==> config.mk <==
export PLATFORM = sky130hd
export DESIGN_NAME = sdmac_top
export DESIGN_NICKNAME = d
export VERILOG_FILES = /design/src/source/sdmac_pkg.sv /design/src/source/addr_decoder.sv /design/src/source/control_regs.sv /design/src/source/word_fifo.sv /design/src/source/dma_engine.sv /design/src/source/sdmac_top.sv
export VERILOG_INCLUDE_DIRS = /design/src /design/src/source
export SDC_FILE = /design/constraint.sdc
export NUM_CORES = 1
export LEC_CHECK = 0
export ABC_AREA = 1
export BUFFER_PORTS_ARGS = -buffer_cell sky130_fd_sc_hd__buf_2
export CELL_PAD_IN_SITES_DETAIL_PLACEMENT = 1
export CELL_PAD_IN_SITES_GLOBAL_PLACEMENT = 1
export CORE_ASPECT_RATIO = 0.75
export CORE_MARGIN = 2
export CORE_UTILIZATION = 49
export DETAILED_ROUTE_END_ITERATION = 10
export GPL_ROUTABILITY_DRIVEN = 1
export PLACE_DENSITY_LB_ADDON = 0.1
export SKIP_CTS_REPAIR_TIMING = 1
export SLEW_MARGIN = 5
export SYNTH_ARGS = -nofsm -noshare
export SYNTH_HDL_FRONTEND = slang
export SYNTH_SLANG_ARGS = --single-unit
export TNS_END_PERCENT = 100
==> constraint.sdc <==
create_clock -name sclk -period 7.55 [get_ports sclk]
set_input_delay 0.3775 -clock sclk [delete_from_list [all_inputs] [get_ports sclk]]
set_output_delay 0.3775 -clock sclk [all_outputs]
set_load 0.1 [all_outputs]
==> src/source/sdmac_defs.svh <==
// Bus widths, register offsets and status bit positions shared by the SDMAC RTL and testbench
`ifndef SDMAC_DEFS_SVH
`define SDMAC_DEFS_SVH

// Bus widths
`define SDMAC_ADDR_W 8
`define SDMAC_DATA_W 32
`define SDMAC_WTC_W 24
`define SDMAC_CONTR_W 8

// FIFO depth in words
`define SDMAC_FIFO_DEPTH 8

// Read-only version value
`define SDMAC_VERSION 32'h0000_0003

// CPU register offsets
`define REG_WTC 8'h04
`define REG_CONTR 8'h08
`define REG_ACR 8'h0C
`define REG_ST_DMA 8'h10
`define REG_FLUSH 8'h14
`define REG_CLR_INT 8'h18
`define REG_ISTR 8'h1C
`define REG_VERSION 8'h20
`define REG_SP_DMA 8'h3C
`define REG_SSPBDAT 8'h58

// WD33C93 window, upper address nibble
`define WD_WINDOW 4'h4

// ISTR bits
`define ISTR_TC_BIT 0
`define ISTR_EMPTY_BIT 1
`define ISTR_FULL_BIT 2
`define ISTR_ACTIVE_BIT 3

// CONTR bits
`define CONTR_INTEN_BIT 0

`endif

==> src/source/sdmac_pkg.sv <==
// Enum types for the register read select and the DMA engine state, referenced by scoped name
package sdmac_pkg;

  // Register driven onto rdata, chosen by the decoder
  typedef enum logic [2:0] {
    rs_none    = 3'd0, // Unmapped, reads zero
    rs_wtc     = 3'd1,
    rs_contr   = 3'd2,
    rs_acr     = 3'd3,
    rs_istr    = 3'd4,
    rs_sspbdat = 3'd5,
    rs_version = 3'd6
  } reg_sel_e;

  // DMA engine FSM
  typedef enum logic [1:0] {
    st_idle      = 2'd0, // No transfer
    st_wait_data = 2'd1, // Counting transfer, FIFO empty
    st_mem_write = 2'd2, // Memory write outstanding
    st_drain     = 2'd3  // Flush, emptying FIFO to memory
  } dma_state_e;

endpackage

==> src/source/addr_decoder.sv <==
// Turns CPU strobe bus accesses into one-cycle register and action strobes, read select and ack
`include "sdmac_defs.svh"

module addr_decoder (
  input  logic                     sclk,
  input  logic                     reset,
  input  logic [`SDMAC_ADDR_W-1:0] addr,       // CPU register address
  input  logic                     dmac_n,     // Chip select
  input  logic                     as_n,       // Address strobe
  input  logic                     rw,         // High for read
  output sdmac_pkg::reg_sel_e      rd_sel,     // Registered, valid with ack
  output logic                     contr_wr,
  output logic                     acr_wr,
  output logic                     wtc_wr,
  output logic                     sspbdat_wr,
  output logic                     st_dma,
  output logic                     sp_dma,
  output logic                     clr_int,
  output logic                     flush,
  output logic                     wdregreq,   // WD33C93 window access
  output logic                     ack
);

  logic                valid;    // Access in progress
  logic                valid_q;  // Previous cycle's valid
  logic                first;    // First cycle of an access
  logic                wd_hit;
  logic                ack_q;
  sdmac_pkg::reg_sel_e sel_next;

  assign valid = ~(dmac_n | as_n);
  assign first = valid & ~valid_q; // One strobe per access, however long
  assign wd_hit = valid & (addr[`SDMAC_ADDR_W-1 -: 4] == `WD_WINDOW);
  assign wdregreq = wd_hit; // Held for the whole access

  // Read decode
  always_comb begin
    case (addr)
      `REG_WTC:     sel_next = sdmac_pkg::rs_wtc;
      `REG_CONTR:   sel_next = sdmac_pkg::rs_contr;
      `REG_ACR:     sel_next = sdmac_pkg::rs_acr;
      `REG_ISTR:    sel_next = sdmac_pkg::rs_istr;
      `REG_SSPBDAT: sel_next = sdmac_pkg::rs_sspbdat;
      `REG_VERSION: sel_next = sdmac_pkg::rs_version;
      default:      sel_next = sdmac_pkg::rs_none;
    endcase
  end

  // Write strobes
  assign contr_wr   = first & ~rw & (addr == `REG_CONTR);
  assign acr_wr     = first & ~rw & (addr == `REG_ACR);
  assign wtc_wr     = first & ~rw & (addr == `REG_WTC);
  assign sspbdat_wr = first & ~rw & (addr == `REG_SSPBDAT);

  // Action strobes, either direction
  assign st_dma  = first & (addr == `REG_ST_DMA);
  assign sp_dma  = first & (addr == `REG_SP_DMA);
  assign clr_int = first & (addr == `REG_CLR_INT);
  assign flush   = first & (addr == `REG_FLUSH);

  always_ff @(posedge sclk) begin
    if (reset) begin
      valid_q <= 1'b0;
      ack_q   <= 1'b0;
      rd_sel  <= sdmac_pkg::rs_none;
    end else begin
      valid_q <= valid;
      if (first) begin
        ack_q  <= ~wd_hit; // WD33C93 acks itself
        rd_sel <= rw ? sel_next : sdmac_pkg::rs_none;
      end else if (!valid) begin
        ack_q <= 1'b0;
      end
    end
  end

  assign ack = ack_q & valid; // Drops with as_n

endmodule

==> src/source/control_regs.sv <==
// CPU-visible SDMAC registers with read mux, DMA command pulses and terminal-count interrupt
`include "sdmac_defs.svh"

module control_regs (
  input  logic                     sclk,
  input  logic                     reset,
  input  sdmac_pkg::reg_sel_e      rd_sel,
  input  logic                     contr_wr,
  input  logic                     acr_wr,
  input  logic                     wtc_wr,
  input  logic                     sspbdat_wr,
  input  logic                     st_dma,
  input  logic                     sp_dma,
  input  logic                     clr_int,
  input  logic                     flush,
  input  logic [`SDMAC_DATA_W-1:0] wdata,      // CPU write data
  input  logic [`SDMAC_DATA_W-1:0] cur_addr,   // Live engine address
  input  logic [`SDMAC_WTC_W-1:0]  cur_count,  // Live remaining count
  input  logic                     tc_pulse,
  input  logic                     dma_active,
  input  logic                     fifo_empty,
  input  logic                     fifo_full,
  output logic [`SDMAC_DATA_W-1:0] rdata,
  output logic                     irq_n,
  output logic                     start,
  output logic                     stop,
  output logic                     flush_req,
  output logic [`SDMAC_DATA_W-1:0] load_addr,
  output logic [`SDMAC_WTC_W-1:0]  load_count
);

  logic [`SDMAC_CONTR_W-1:0] contr_q;
  logic [`SDMAC_DATA_W-1:0]  acr_q;     // Start address as written
  logic [`SDMAC_WTC_W-1:0]   wtc_q;     // Word count as written
  logic [`SDMAC_DATA_W-1:0]  sspbdat_q; // Scratch
  logic                      acr_live;  // ACR reads engine address
  logic                      wtc_live;  // WTC reads engine count
  logic                      tc_flag;   // Sticky terminal count
  logic [`SDMAC_DATA_W-1:0]  istr;

  always_ff @(posedge sclk) begin
    if (reset) begin
      contr_q   <= '0;
      acr_q     <= '0;
      wtc_q     <= '0;
      sspbdat_q <= '0;
      acr_live  <= 1'b0;
      wtc_live  <= 1'b0;
      tc_flag   <= 1'b0;
    end else begin
      if (contr_wr) contr_q <= wdata[`SDMAC_CONTR_W-1:0];
      if (sspbdat_wr) sspbdat_q <= wdata;

      // After a start the counters track the engine until rewritten
      if (acr_wr) begin
        acr_q    <= wdata;
        acr_live <= 1'b0;
      end else if (st_dma) begin
        acr_live <= 1'b1;
      end
      if (wtc_wr) begin
        wtc_q    <= wdata[`SDMAC_WTC_W-1:0];
        wtc_live <= 1'b0;
      end else if (st_dma) begin
        wtc_live <= 1'b1;
      end

      if (tc_pulse) tc_flag <= 1'b1;     // Set wins over a same-cycle clear
      else if (clr_int) tc_flag <= 1'b0;
    end
  end

  // Commands go straight to the engine
  assign start      = st_dma;
  assign stop       = sp_dma;
  assign flush_req  = flush;
  assign load_addr  = acr_q;
  assign load_count = wtc_q;

  assign irq_n = ~(tc_flag & contr_q[`CONTR_INTEN_BIT]);

  // Status word
  always_comb begin
    istr = '0;
    istr[`ISTR_TC_BIT]     = tc_flag;
    istr[`ISTR_EMPTY_BIT]  = fifo_empty;
    istr[`ISTR_FULL_BIT]   = fifo_full;
    istr[`ISTR_ACTIVE_BIT] = dma_active;
  end

  // Read mux
  always_comb begin
    case (rd_sel)
      sdmac_pkg::rs_wtc:
        rdata = {{(`SDMAC_DATA_W-`SDMAC_WTC_W){1'b0}}, wtc_live ? cur_count : wtc_q};
      sdmac_pkg::rs_contr:
        rdata = {{(`SDMAC_DATA_W-`SDMAC_CONTR_W){1'b0}}, contr_q};
      sdmac_pkg::rs_acr:     rdata = acr_live ? cur_addr : acr_q;
      sdmac_pkg::rs_istr:    rdata = istr;
      sdmac_pkg::rs_sspbdat: rdata = sspbdat_q;
      sdmac_pkg::rs_version: rdata = `SDMAC_VERSION;
      default:               rdata = '0; // Unmapped
    endcase
  end

endmodule

==> src/source/word_fifo.sv <==
// Synchronous word FIFO between the SCSI data port and the DMA engine, flushable
`include "sdmac_defs.svh"

module word_fifo (
  input  logic                     sclk,
  input  logic                     reset,
  input  logic                     push,
  input  logic [`SDMAC_DATA_W-1:0] push_data,
  input  logic                     pop,
  input  logic                     flush,      // Discard contents
  output logic [`SDMAC_DATA_W-1:0] pop_data,   // Head word, valid when not empty
  output logic                     empty,
  output logic                     full
);

  localparam int DEPTH = `SDMAC_FIFO_DEPTH;
  localparam int PTR_W = $clog2(DEPTH);
  localparam int CNT_W = $clog2(DEPTH + 1);

  logic [`SDMAC_DATA_W-1:0] mem [DEPTH];
  logic [PTR_W-1:0]         wr_ptr;
  logic [PTR_W-1:0]         rd_ptr;
  logic [CNT_W-1:0]         count;
  logic                     do_push;
  logic                     do_pop;

  assign do_push = push & ~full;  // Overflow ignored
  assign do_pop  = pop & ~empty;  // Underflow ignored
  assign empty   = (count == '0);
  assign full    = (count == CNT_W'(DEPTH));
  assign pop_data = mem[rd_ptr];

  // Storage
  always_ff @(posedge sclk) begin
    if (do_push) mem[wr_ptr] <= push_data;
  end

  always_ff @(posedge sclk) begin
    if (reset || flush) begin
      wr_ptr <= '0;
      rd_ptr <= '0;
      count  <= '0;
    end else begin
      if (do_push) wr_ptr <= (wr_ptr == PTR_W'(DEPTH - 1)) ? '0 : wr_ptr + 1'b1;
      if (do_pop) rd_ptr <= (rd_ptr == PTR_W'(DEPTH - 1)) ? '0 : rd_ptr + 1'b1;
      if (do_push && !do_pop) count <= count + 1'b1;
      else if (do_pop && !do_push) count <= count - 1'b1;
    end
  end

endmodule

==> src/source/dma_engine.sv <==
// DMA FSM moving FIFO words to memory, counting address up and word count down
`include "sdmac_defs.svh"

module dma_engine (
  input  logic                     sclk,
  input  logic                     reset,
  input  logic                     start,
  input  logic                     stop,
  input  logic                     flush_req,
  input  logic [`SDMAC_DATA_W-1:0] load_addr,
  input  logic [`SDMAC_WTC_W-1:0]  load_count,
  input  logic [`SDMAC_DATA_W-1:0] fifo_data,
  input  logic                     fifo_empty,
  input  logic                     mem_ack,    // One cycle, ends a write
  output logic                     fifo_pop,
  output logic                     mem_req,
  output logic [`SDMAC_DATA_W-1:0] mem_addr,
  output logic [`SDMAC_DATA_W-1:0] mem_wdata,
  output logic [`SDMAC_DATA_W-1:0] cur_addr,
  output logic [`SDMAC_WTC_W-1:0]  cur_count,
  output logic                     tc_pulse,   // Same edge as the last ack
  output logic                     dma_active
);

  sdmac_pkg::dma_state_e state;
  logic stop_pend;   // Stop seen during a write
  logic flush_pend;  // Flush seen during a write
  logic draining;    // Words written without counting
  logic word_done;

  assign word_done  = (state == sdmac_pkg::st_mem_write) & mem_ack;
  assign tc_pulse   = word_done & ~draining & (cur_count == `SDMAC_WTC_W'(1));
  assign dma_active = (state != sdmac_pkg::st_idle);
  assign mem_req    = (state == sdmac_pkg::st_mem_write);
  assign mem_addr   = cur_addr; // Only moves on ack

  // Take a word when heading into a write
  assign fifo_pop = ~fifo_empty &
                    (((state == sdmac_pkg::st_wait_data) & ~stop & ~flush_req) |
                     (state == sdmac_pkg::st_drain));

  always_ff @(posedge sclk) begin
    if (fifo_pop) mem_wdata <= fifo_data; // Held until ack
  end

  always_ff @(posedge sclk) begin
    if (reset) begin
      state      <= sdmac_pkg::st_idle;
      stop_pend  <= 1'b0;
      flush_pend <= 1'b0;
      draining   <= 1'b0;
      cur_addr   <= '0;
      cur_count  <= '0;
    end else begin
      case (state)
        sdmac_pkg::st_idle: begin
          stop_pend  <= 1'b0;
          flush_pend <= 1'b0;
          draining   <= 1'b0;
          if (start && load_count != '0) begin
            cur_addr  <= load_addr;
            cur_count <= load_count;
            state     <= sdmac_pkg::st_wait_data;
          end else if (flush_req) begin
            draining <= 1'b1;    // Empty leftovers at current address
            state    <= sdmac_pkg::st_drain;
          end
        end
        sdmac_pkg::st_wait_data: begin
          if (stop) begin
            state <= sdmac_pkg::st_idle;
          end else if (flush_req) begin
            draining <= 1'b1;
            state    <= sdmac_pkg::st_drain;
          end else if (!fifo_empty) begin
            state <= sdmac_pkg::st_mem_write;
          end
        end
        sdmac_pkg::st_mem_write: begin
          if (stop) stop_pend <= 1'b1;        // Finish this write first
          if (flush_req) flush_pend <= 1'b1;
          if (mem_ack) begin
            cur_addr <= cur_addr + `SDMAC_DATA_W'(4);
            if (!draining) cur_count <= cur_count - 1'b1;
            if (tc_pulse || stop || stop_pend) begin
              state <= sdmac_pkg::st_idle;
            end else if (draining || flush_req || flush_pend) begin
              draining <= 1'b1;
              state    <= sdmac_pkg::st_drain;
            end else begin
              state <= sdmac_pkg::st_wait_data;
            end
          end
        end
        sdmac_pkg::st_drain: begin
          if (fifo_empty) state <= sdmac_pkg::st_idle;
          else state <= sdmac_pkg::st_mem_write;
        end
        default: state <= sdmac_pkg::st_idle;
      endcase
    end
  end

endmodule

==> src/source/sdmac_top.sv <==
// SDMAC core top level tying the CPU bus, SCSI data port and memory port to the internal blocks
`include "sdmac_defs.svh"

module sdmac_top (
  input  logic                     sclk,
  input  logic                     reset,
  input  logic [`SDMAC_ADDR_W-1:0] addr,
  input  logic                     dmac_n,
  input  logic                     as_n,
  input  logic                     rw,
  input  logic [`SDMAC_DATA_W-1:0] wdata,
  input  logic                     scsi_valid,
  input  logic [`SDMAC_DATA_W-1:0] scsi_data,
  input  logic                     mem_ack,
  output logic [`SDMAC_DATA_W-1:0] rdata,
  output logic                     ack,
  output logic                     wdregreq,
  output logic                     irq_n,
  output logic                     scsi_ready,
  output logic                     mem_req,
  output logic [`SDMAC_DATA_W-1:0] mem_addr,
  output logic [`SDMAC_DATA_W-1:0] mem_wdata
);

  sdmac_pkg::reg_sel_e      rd_sel;
  logic                     contr_wr;
  logic                     acr_wr;
  logic                     wtc_wr;
  logic                     sspbdat_wr;
  logic                     st_dma;
  logic                     sp_dma;
  logic                     clr_int;
  logic                     flush;
  logic                     start;
  logic                     stop;
  logic                     flush_req;
  logic [`SDMAC_DATA_W-1:0] load_addr;
  logic [`SDMAC_WTC_W-1:0]  load_count;
  logic [`SDMAC_DATA_W-1:0] cur_addr;
  logic [`SDMAC_WTC_W-1:0]  cur_count;
  logic                     tc_pulse;
  logic                     dma_active;
  logic                     fifo_pop;
  logic [`SDMAC_DATA_W-1:0] fifo_data;
  logic                     fifo_empty;
  logic                     fifo_full;

  assign scsi_ready = ~fifo_full;

  addr_decoder i_decoder (
    .sclk, .reset, .addr, .dmac_n, .as_n, .rw,
    .rd_sel, .contr_wr, .acr_wr, .wtc_wr, .sspbdat_wr,
    .st_dma, .sp_dma, .clr_int, .flush, .wdregreq, .ack
  );

  control_regs i_regs (
    .sclk, .reset, .rd_sel, .contr_wr, .acr_wr, .wtc_wr, .sspbdat_wr,
    .st_dma, .sp_dma, .clr_int, .flush, .wdata, .cur_addr, .cur_count,
    .tc_pulse, .dma_active, .fifo_empty, .fifo_full,
    .rdata, .irq_n, .start, .stop, .flush_req, .load_addr, .load_count
  );

  // A new transfer starts from an empty FIFO; flush_req drains instead
  word_fifo i_fifo (
    .sclk, .reset,
    .push      (scsi_valid & scsi_ready),
    .push_data (scsi_data),
    .pop       (fifo_pop),
    .flush     (start),
    .pop_data  (fifo_data),
    .empty     (fifo_empty),
    .full      (fifo_full)
  );

  dma_engine i_engine (
    .sclk, .reset, .start, .stop, .flush_req, .load_addr, .load_count,
    .fifo_data, .fifo_empty, .mem_ack,
    .fifo_pop, .mem_req, .mem_addr, .mem_wdata,
    .cur_addr, .cur_count, .tc_pulse, .dma_active
  );

endmodule

==> impl_metrics.py, run 1 <==
metrics = {
    "worst_setup_path": {
        "criticalPathCategory": "register to output port",
        "crit_path_max_incr_delay_ns": 1.15,
        "worstPathArrival_ns": 2.88,
        "cp-end-kind": "output port",
        "worst-r2r-cell-count": 12,
        "cp_cell_sequence": "mux2_2, a21oi_1, o2111ai_1, buf_2",
        "cp.required_ns": 7.17,
        "startpoint_type": "register",
        "largest_fanout_on_the_critical_path": 60,
        "cp_slowest_cell": "sky130_fd_sc_hd__dfxtp_2",
    },
    "routing": {
        "drt-wirelength-per-cell_um": 21.9,
        "detailedRoute.firstPassIterationCount": 5,
        "num_vias": 17600,
        "drt-initial-drc-count": 1361,
        "routed_via_density": 5.72,
        "post-route-drc-count": 0,
        "drt-total-wl_um": 67300,
        "postRouteAntennaNets": 0,
    },
    "sta": {
        "rsz0062_at_grt": "false",
        "min_period_ns": 3.26,
        "report.final.hold_viol_count": 0,
        "fmax_ghz": 0.307,
        "slew-limit-headroom_pct": 13.7,
        "report.final.slew_viol_count": 0,
        "finClkSkew_ns": 0.0163,
        "worst-slew-pin-transition_ns": 1.29,
        "setup_viol_count_final": 0,
        "post-route-period-util_pct": 43.2,
        "final.setup.tns_ns": 0,
    },
    "final_layout": {
        "layout.core_utilization_pct": 56.5,
        "final_nets": 2558,
        "post_route_cells_drive_above_1_share_pct": 12.9,
        "final_design_area_no_fill_mm2": 0.0237,
        "area_delta_synth_final_pct": 14.0,
        "fillerInstances": 4932,
    },
    "die": {
        "fp.dieArea_mm2": 0.0441,
        "coreArea_mm2": 0.0420,
        "die_height_um": 182,
        "design.portCount": 180,
        "placement_rows": 65,
        "die_w_um": 242,
        "initial_utilization_pct": 49.6,
    },
    "synthesis": {
        "synth_area_leaders": "sky130_fd_sc_hd__edfxtp_1 (42%), sky130_fd_sc_hd__dfxtp_1 (17%), sky130_fd_sc_hd__nor2_1 (8.2%)",
        "synthDominantAreaCellType": "sky130_fd_sc_hd__edfxtp_1",
        "synth.distinct_cells": 49,
        "async_reset_ff_share_pct": 0,
        "post-synth-top-count-cell": "sky130_fd_sc_hd__nor2_1",
        "post-synth-top-area-fraction_pct": 41.6,
        "synthesis.yosys.warnings": 0,
        "post_synth_most_frequent_cells": "sky130_fd_sc_hd__nor2_1 (453), sky130_fd_sc_hd__nand2_1 (380), sky130_fd_sc_hd__edfxtp_1 (288), sky130_fd_sc_hd__o21ai_0 (264), sky130_fd_sc_hd__dfxtp_1 (175)",
        "synth-edff-count": 288,
        "mappedNetlistNets": 2430,
        "dominantRegCellSynth": "sky130_fd_sc_hd__edfxtp_1",
        "synthesized_netlist_cell_count": 2336,
        "mapped_cell_area_mm2": 0.0208,
        "postSynthRegisterBits": 463,
        "postSynthAreaPerCell_um2": 8.90,
        "yosysSeqAreaShare_pct": 58.4,
    },
    "power": {
        "vdd_ir_max_uv": 254,
        "cellPowerDensity_mw_per_mm2": 357,
        "p_leak_nw": 9.09,
    },
    "global_route": {
        "global_route_wire_length_before_repair_um": 104000,
        "grt_overflow": 0,
        "antenna_violations_before_repair": 6,
        "pin_count_of_the_biggest_net_entering_global_routing": 129,
        "global_route.usage.total_pct": 30.2,
        "grt_pass1_vias": 18200,
    },
    "cts": {
        "ctsHtreeMaxLevel": 2,
        "clock_tree_from_tritoncts": "yes",
        "max-clock-path-buffers": 3,
        "cts.clk_slew.worst_paths_ns": 0.06,
        "numClockSinks": 463,
        "cts_inserted_buffers": 47,
        "clockRootBuffer": "sky130_fd_sc_hd__clkbuf_16",
        "clock_latency_ns": 0.57,
    },
    "min_path": {
        "worst_hold_path.num_cells": 1,
        "timing.hold.worst.class": "input pin to register",
    },
    "run_status": {
        "status": "complete, no violations",
    },
    "placed_design": {
        "placed_wire_length_estimate_after_detailed_placement_um": 43800,
        "rd_place_congestion": 0.908,
        "buffer_ports.inserted": 179,
        "dpl_cell_area_mm2": 0.0222,
    },
    "run": {
        "drv.max_cap_violation_count": 0,
    },
}
[worst max-delay path: cells and delay by family, from the launching register on]
kind / cells / cell delay, ns
AO/OA/AOI/OAI: 2 / 0.38
buffers and inverters: 1 / 0.34
flip-flops: 1 / 1.15
multiplexers: 1 / 0.44
[report_power, final]
part	internal (mW)	total [mW]	switching, mW
clock network	1.35	2.34	0.994
registers	3.00	3.18	0.183
logic	0.656	2.93	2.28
total	5.00	8.46	3.46
[area by class of cell]
type	count	area (µm²)	area share, %
clock buffers	56	1250	5.27
diodes	5	12.5	0.0528
clock inverters	28	273	1.15
well taps	569	712	3.00
multi-input cells	1564	7530	31.7
repair buffers	205	1090	4.60
inverters	183	689	2.91
flip-flops and latches	463	12200	51.3
[final timing paths]
path                                          endpoint                    from  slack (ns)
worst max-delay path                          rdata[1]         i_regs.acr_live        4.29
worst min-delay path                 i_fifo.mem[7][27]           scsi_data[27]        0.07
worst max register to register  i_engine.cur_count[18]       i_engine.state[0]        4.52
worst min register to register  i_engine.cur_count[23]  i_engine.cur_count[23]        0.48
[cell families after synthesis]
kind of cell,after synthesis,share of synthesized area (%)
AO/OA/AOI/OAI,551,14.8
flip-flops,463,58.4
multiplexers,7,0.373
adder cells (fa/ha/maj),15,0.938
XOR/XNOR,16,0.674
buffers and inverters,309,5.84
AND/OR/NAND/NOR,975,18.9
[through the flow]
step	total power [mW]	setup WS [ns]	hold slack (ns)	instances
floorplan	5.36	4.04	0.437	2336
CTS	8.47	4.31	0.0536	3068
finish	8.46	4.29	0.0750	3073
global route	8.86	4.13	0.0746	3073
global placement	5.98	4.70	0.453	2984
detailed placement	6.12	4.57	0.465	2984
[state kept, by name (all words and copies together), names as in the netlist, 2 cells and up]
| signal | cells |
|---|---|
| i_fifo.mem | 256 |
| i_engine.cur_addr | 32 |
| i_engine.mem_wdata | 32 |
| i_regs.load_addr | 32 |
| i_regs.sspbdat_q | 32 |
| i_engine.cur_count | 24 |
| i_regs.load_count | 24 |
| i_regs.contr_q | 8 |
| i_fifo.count | 4 |
| i_decoder.rd_sel | 3 |
| i_fifo.rd_ptr | 3 |
| i_fifo.wr_ptr | 3 |
| i_engine.state | 2 |
[cell usage in the layout (no fill, tap or decap), types with 3 or more instances in the layout]
cell type | Yosys | layout
sky130_fd_sc_hd__buf_4 | 5 | 26
sky130_fd_sc_hd__clkbuf_8 | 0 | 4
sky130_fd_sc_hd__buf_2 | 16 | 179
sky130_fd_sc_hd__nand3_1 | 82 | 82
sky130_fd_sc_hd__dfxtp_1 | 175 | 172
sky130_fd_sc_hd__nor3_1 | 24 | 21
sky130_fd_sc_hd__nand2_2 | 3 | 3
sky130_fd_sc_hd__nor2_1 | 453 | 445
sky130_fd_sc_hd__clkinv_2 | 0 | 10
sky130_fd_sc_hd__bufinv_16 | 0 | 5
sky130_fd_sc_hd__diode_2 | 0 | 5
sky130_fd_sc_hd__inv_1 | 174 | 171
sky130_fd_sc_hd__nor3_2 | 1 | 3
sky130_fd_sc_hd__a22oi_1 | 3 | 3
sky130_fd_sc_hd__o31ai_1 | 4 | 4
sky130_fd_sc_hd__mux2_2 | 6 | 6
sky130_fd_sc_hd__nor2_4 | 1 | 11
sky130_fd_sc_hd__a31oi_1 | 32 | 32
sky130_fd_sc_hd__or2_2 | 5 | 5
sky130_fd_sc_hd__nand2_1 | 380 | 380
sky130_fd_sc_hd__a22o_1 | 7 | 7
sky130_fd_sc_hd__a21oi_1 | 131 | 131
sky130_fd_sc_hd__a211oi_1 | 31 | 31
sky130_fd_sc_hd__clkbuf_16 | 0 | 47
sky130_fd_sc_hd__o22ai_1 | 33 | 33
sky130_fd_sc_hd__clkbuf_1 | 90 | 5
sky130_fd_sc_hd__ha_1 | 14 | 13
sky130_fd_sc_hd__o211ai_1 | 36 | 36
sky130_fd_sc_hd__inv_2 | 7 | 8
sky130_fd_sc_hd__edfxtp_1 | 288 | 288
sky130_fd_sc_hd__clkinv_1 | 2 | 14
sky130_fd_sc_hd__xor2_1 | 16 | 16
sky130_fd_sc_hd__o21ai_0 | 264 | 264
sky130_fd_sc_hd__nand4_1 | 14 | 14
[metal layers]
layer	GRT usage [%]	routed length, µm	share of wire (%)	up-vias
met2	46.8	30100	45	596
li1	-	-	-	8205
met1	43.3	30900	46	8668
met4	8.69	1640	2.4	0
met3	5.72	4660	6.9	96
met5	0	0	0	-
(Power assumes the default switching activity.)
==> run 2: changes to the inputs <==
CORE_UTILIZATION = 46   (was 49)
clock period = 3.3 ns   (was 7.55 ns; I/O delays follow)
==> impl_metrics.py, run 2 (synthesis gave the netlist of run 1 again) <==
metrics = {
    "die": {
        "fp.dieArea_mm2": 0.0469,
        "initial_utilization_pct": 46.5,
        "die_w_um": 250,
        "die_height_um": 188,
        "coreArea_mm2": 0.0447,
        "design.portCount": 180,
        "placement_rows": 67,
    },
    "sta": {
        "worst-slew-pin-transition_ns": 1.08,
        "slew-limit-headroom_pct": 28.3,
        "finalWorstSetupSlack_ns": 0.369,
        "post-route-period-util_pct": 88.8,
        "finClkSkew_ns": 0.0166,
        "rsz0062_at_grt": "false",
        "setup_viol_count_final": 0,
        "min_period_ns": 2.93,
        "fmax_ghz": 0.341,
        "final.setup.tns_ns": 0,
        "report.final.hold_viol_count": 0,
        "report.final.slew_viol_count": 0,
        "worst_hold_slack_ns": 0.0330,
    },
    "routing": {
        "detailedRoute.firstPassIterationCount": 5,
        "routed_via_density": 5.61,
        "num_vias": 17700,
        "post-route-drc-count": 0,
        "drt-total-wl_um": 67700,
        "drt-initial-drc-count": 1553,
        "postRouteAntennaNets": 0,
        "drt-wirelength-per-cell_um": 21.4,
    },
    "worst_setup_path": {
        "cp-end-kind": "output port",
        "cp.required_ns": 3.13,
        "timing.critical_path.buf_inv": 3,
        "worstPathArrival_ns": 2.77,
        "cp_cell_sequence": "inv_1, nor3_2, buf_4, o211ai_1, nand3_1, buf_2",
        "cp_slowest_cell": "sky130_fd_sc_hd__dfxtp_1",
        "criticalPathCategory": "register to output port",
        "startpoint_type": "register",
        "path_delay_family": "buffers and inverters",
        "largest_fanout_on_the_critical_path": 32,
        "crit_path_max_incr_delay_ns": 0.53,
    },
    "global_route": {
        "antenna_violations_before_repair": 4,
        "grt_util_met1_pct": 42.1,
        "grt_overflow": 0,
        "global_route.usage.total_pct": 28.1,
        "use_met2_pct": 42.4,
        "global_route_wire_length_before_repair_um": 102000,
        "grtUsageMet3_pct": 4.36,
        "grt_most_used_layer": "met2",
        "grt_pass1_vias": 17500,
        "pin_count_of_the_biggest_net_entering_global_routing": 131,
    },
    "run_status": {
        "status": "complete, no violations",
    },
    "placed_design": {
        "placed_cells": 3009,
        "rd_place_congestion": 0.913,
        "placed_wire_length_estimate_after_detailed_placement_um": 43700,
        "buffer_ports.inserted": 179,
        "preCtsSetupSlack_ns": 0.412,
    },
    "final_layout": {
        "final_nets": 2631,
        "area_delta_synth_final_pct": 17.1,
        "highest_count_cells_in_the_layout_ignoring_fill_and_taps": "sky130_fd_sc_hd__nor2_1 (445), sky130_fd_sc_hd__nand2_1 (380), sky130_fd_sc_hd__edfxtp_1 (288), sky130_fd_sc_hd__o21ai_0 (264), sky130_fd_sc_hd__buf_2 (179)",
        "post_route_cells_drive_above_1_share_pct": 12.5,
        "biggest_register": "i_fifo.mem",
        "largest_register_ff_count": 256,
        "layout.cells.most_common": "sky130_fd_sc_hd__nor2_1",
        "layout_cells_excl_fill": 3162,
    },
    "power": {
        "total_power_mw": 19.1,
        "share_comb_of_total_power_pct": 36.1,
        "p_leak_nw": 9.34,
        "cellPowerDensity_mw_per_mm2": 783,
        "clockPowerShare_pct": 26.2,
        "p_int_mw": 11.2,
        "p_sw_share_pct": 41.1,
        "sequential_share_of_power_pct": 37.7,
        "power.net_switching_mw": 7.84,
        "vdd_ir_max_uv": 480,
    },
    "min_path": {
        "timing.hold.worst.class": "input pin to register",
    },
    "cts": {
        "max-clock-path-buffers": 3,
        "clock_latency_ns": 0.59,
        "cts.clk_slew.worst_paths_ns": 0.06,
        "cts_inserted_buffers": 46,
        "ctsHtreeMaxLevel": 2,
        "clockRootBuffer": "sky130_fd_sc_hd__clkbuf_16",
        "numClockSinks": 463,
        "clock_tree_from_tritoncts": "yes",
    },
    "run": {
        "drv.max_cap_violation_count": 0,
    },
}
==> run 2: cell count changes in the layout (fill, tap and decap cells not counted), sizes merged <==
cell         change
inv              +1
buf              +8
diode            -1
clkbuf          +18
clkinv          -16
dlygate4sd3     +66
bufinv           -4
==> run 2: area by class of cell <==
| type | count | area, µm² |
|---|---|---|
| Clock buffer | 74 | 1290 |
| Fill cell | 5212 | 20300 |
| Multi-Input combinational cell | 1564 | 7530 |
| Tap cell | 586 | 733 |
| Inverter | 183 | 688 |
| Timing Repair Buffer | 279 | 1860 |
| Antenna cell | 4 | 10.0 |
| Sequential cell | 463 | 12200 |
| Clock inverter | 9 | 95.1 |
==> run 2: final timing paths <==
path / startpoint / end / slack [ns] / cells after the start
min: addr[7] / i_decoder.ack_q / 0.03 / 5
max reg2reg: i_decoder.valid_q / i_fifo.count[3] / 0.45 / 15
max: i_decoder.rd_sel[1] / rdata[17] / 0.37 / 6
min reg2reg: i_engine.stop_pend / i_engine.stop_pend / 0.48 / 2
==> run 2: power by group through the flow <==
| stage | registers [mW] | logic, mW | clock network [mW] |
|---|---|---|---|
| final | 7.19 | 6.88 | 4.99 |
| after floorplan | 8.69 | 3.58 | 0 |
| after detailed placement | 7.31 | 6.76 | 0 |
| after global routing | 7.24 | 7.51 | 5.28 |
| after CTS | 7.19 | 6.81 | 5.08 |
| after global placement | 7.27 | 6.51 | 0 |
==> run 2: per-stage QoR <==
stage / area (µm²) / utilization, %
detailed placement: 22300 / 49.9
global route: 24400 / 54.5
global placement: 22300 / 49.9
CTS: 23700 / 53.0
floorplan: 20800 / -
finish: 24400 / 54.5
==> run 2: routing by layer <==
metal	share of wire (%)	wire length, µm
met1	48	32800
met2	44	30000
met3	5.5	3710
met4	1.8	1190
met5	0	0
==> run 2: tightest hold or removal path, delay by kind of cell <==
family | cells | cell delay [ns]
buffers and inverters | 1 | 0.10
AOI/OAI and AO/OA | 1 | 0.12
and+or+nand+nor | 3 | 0.19
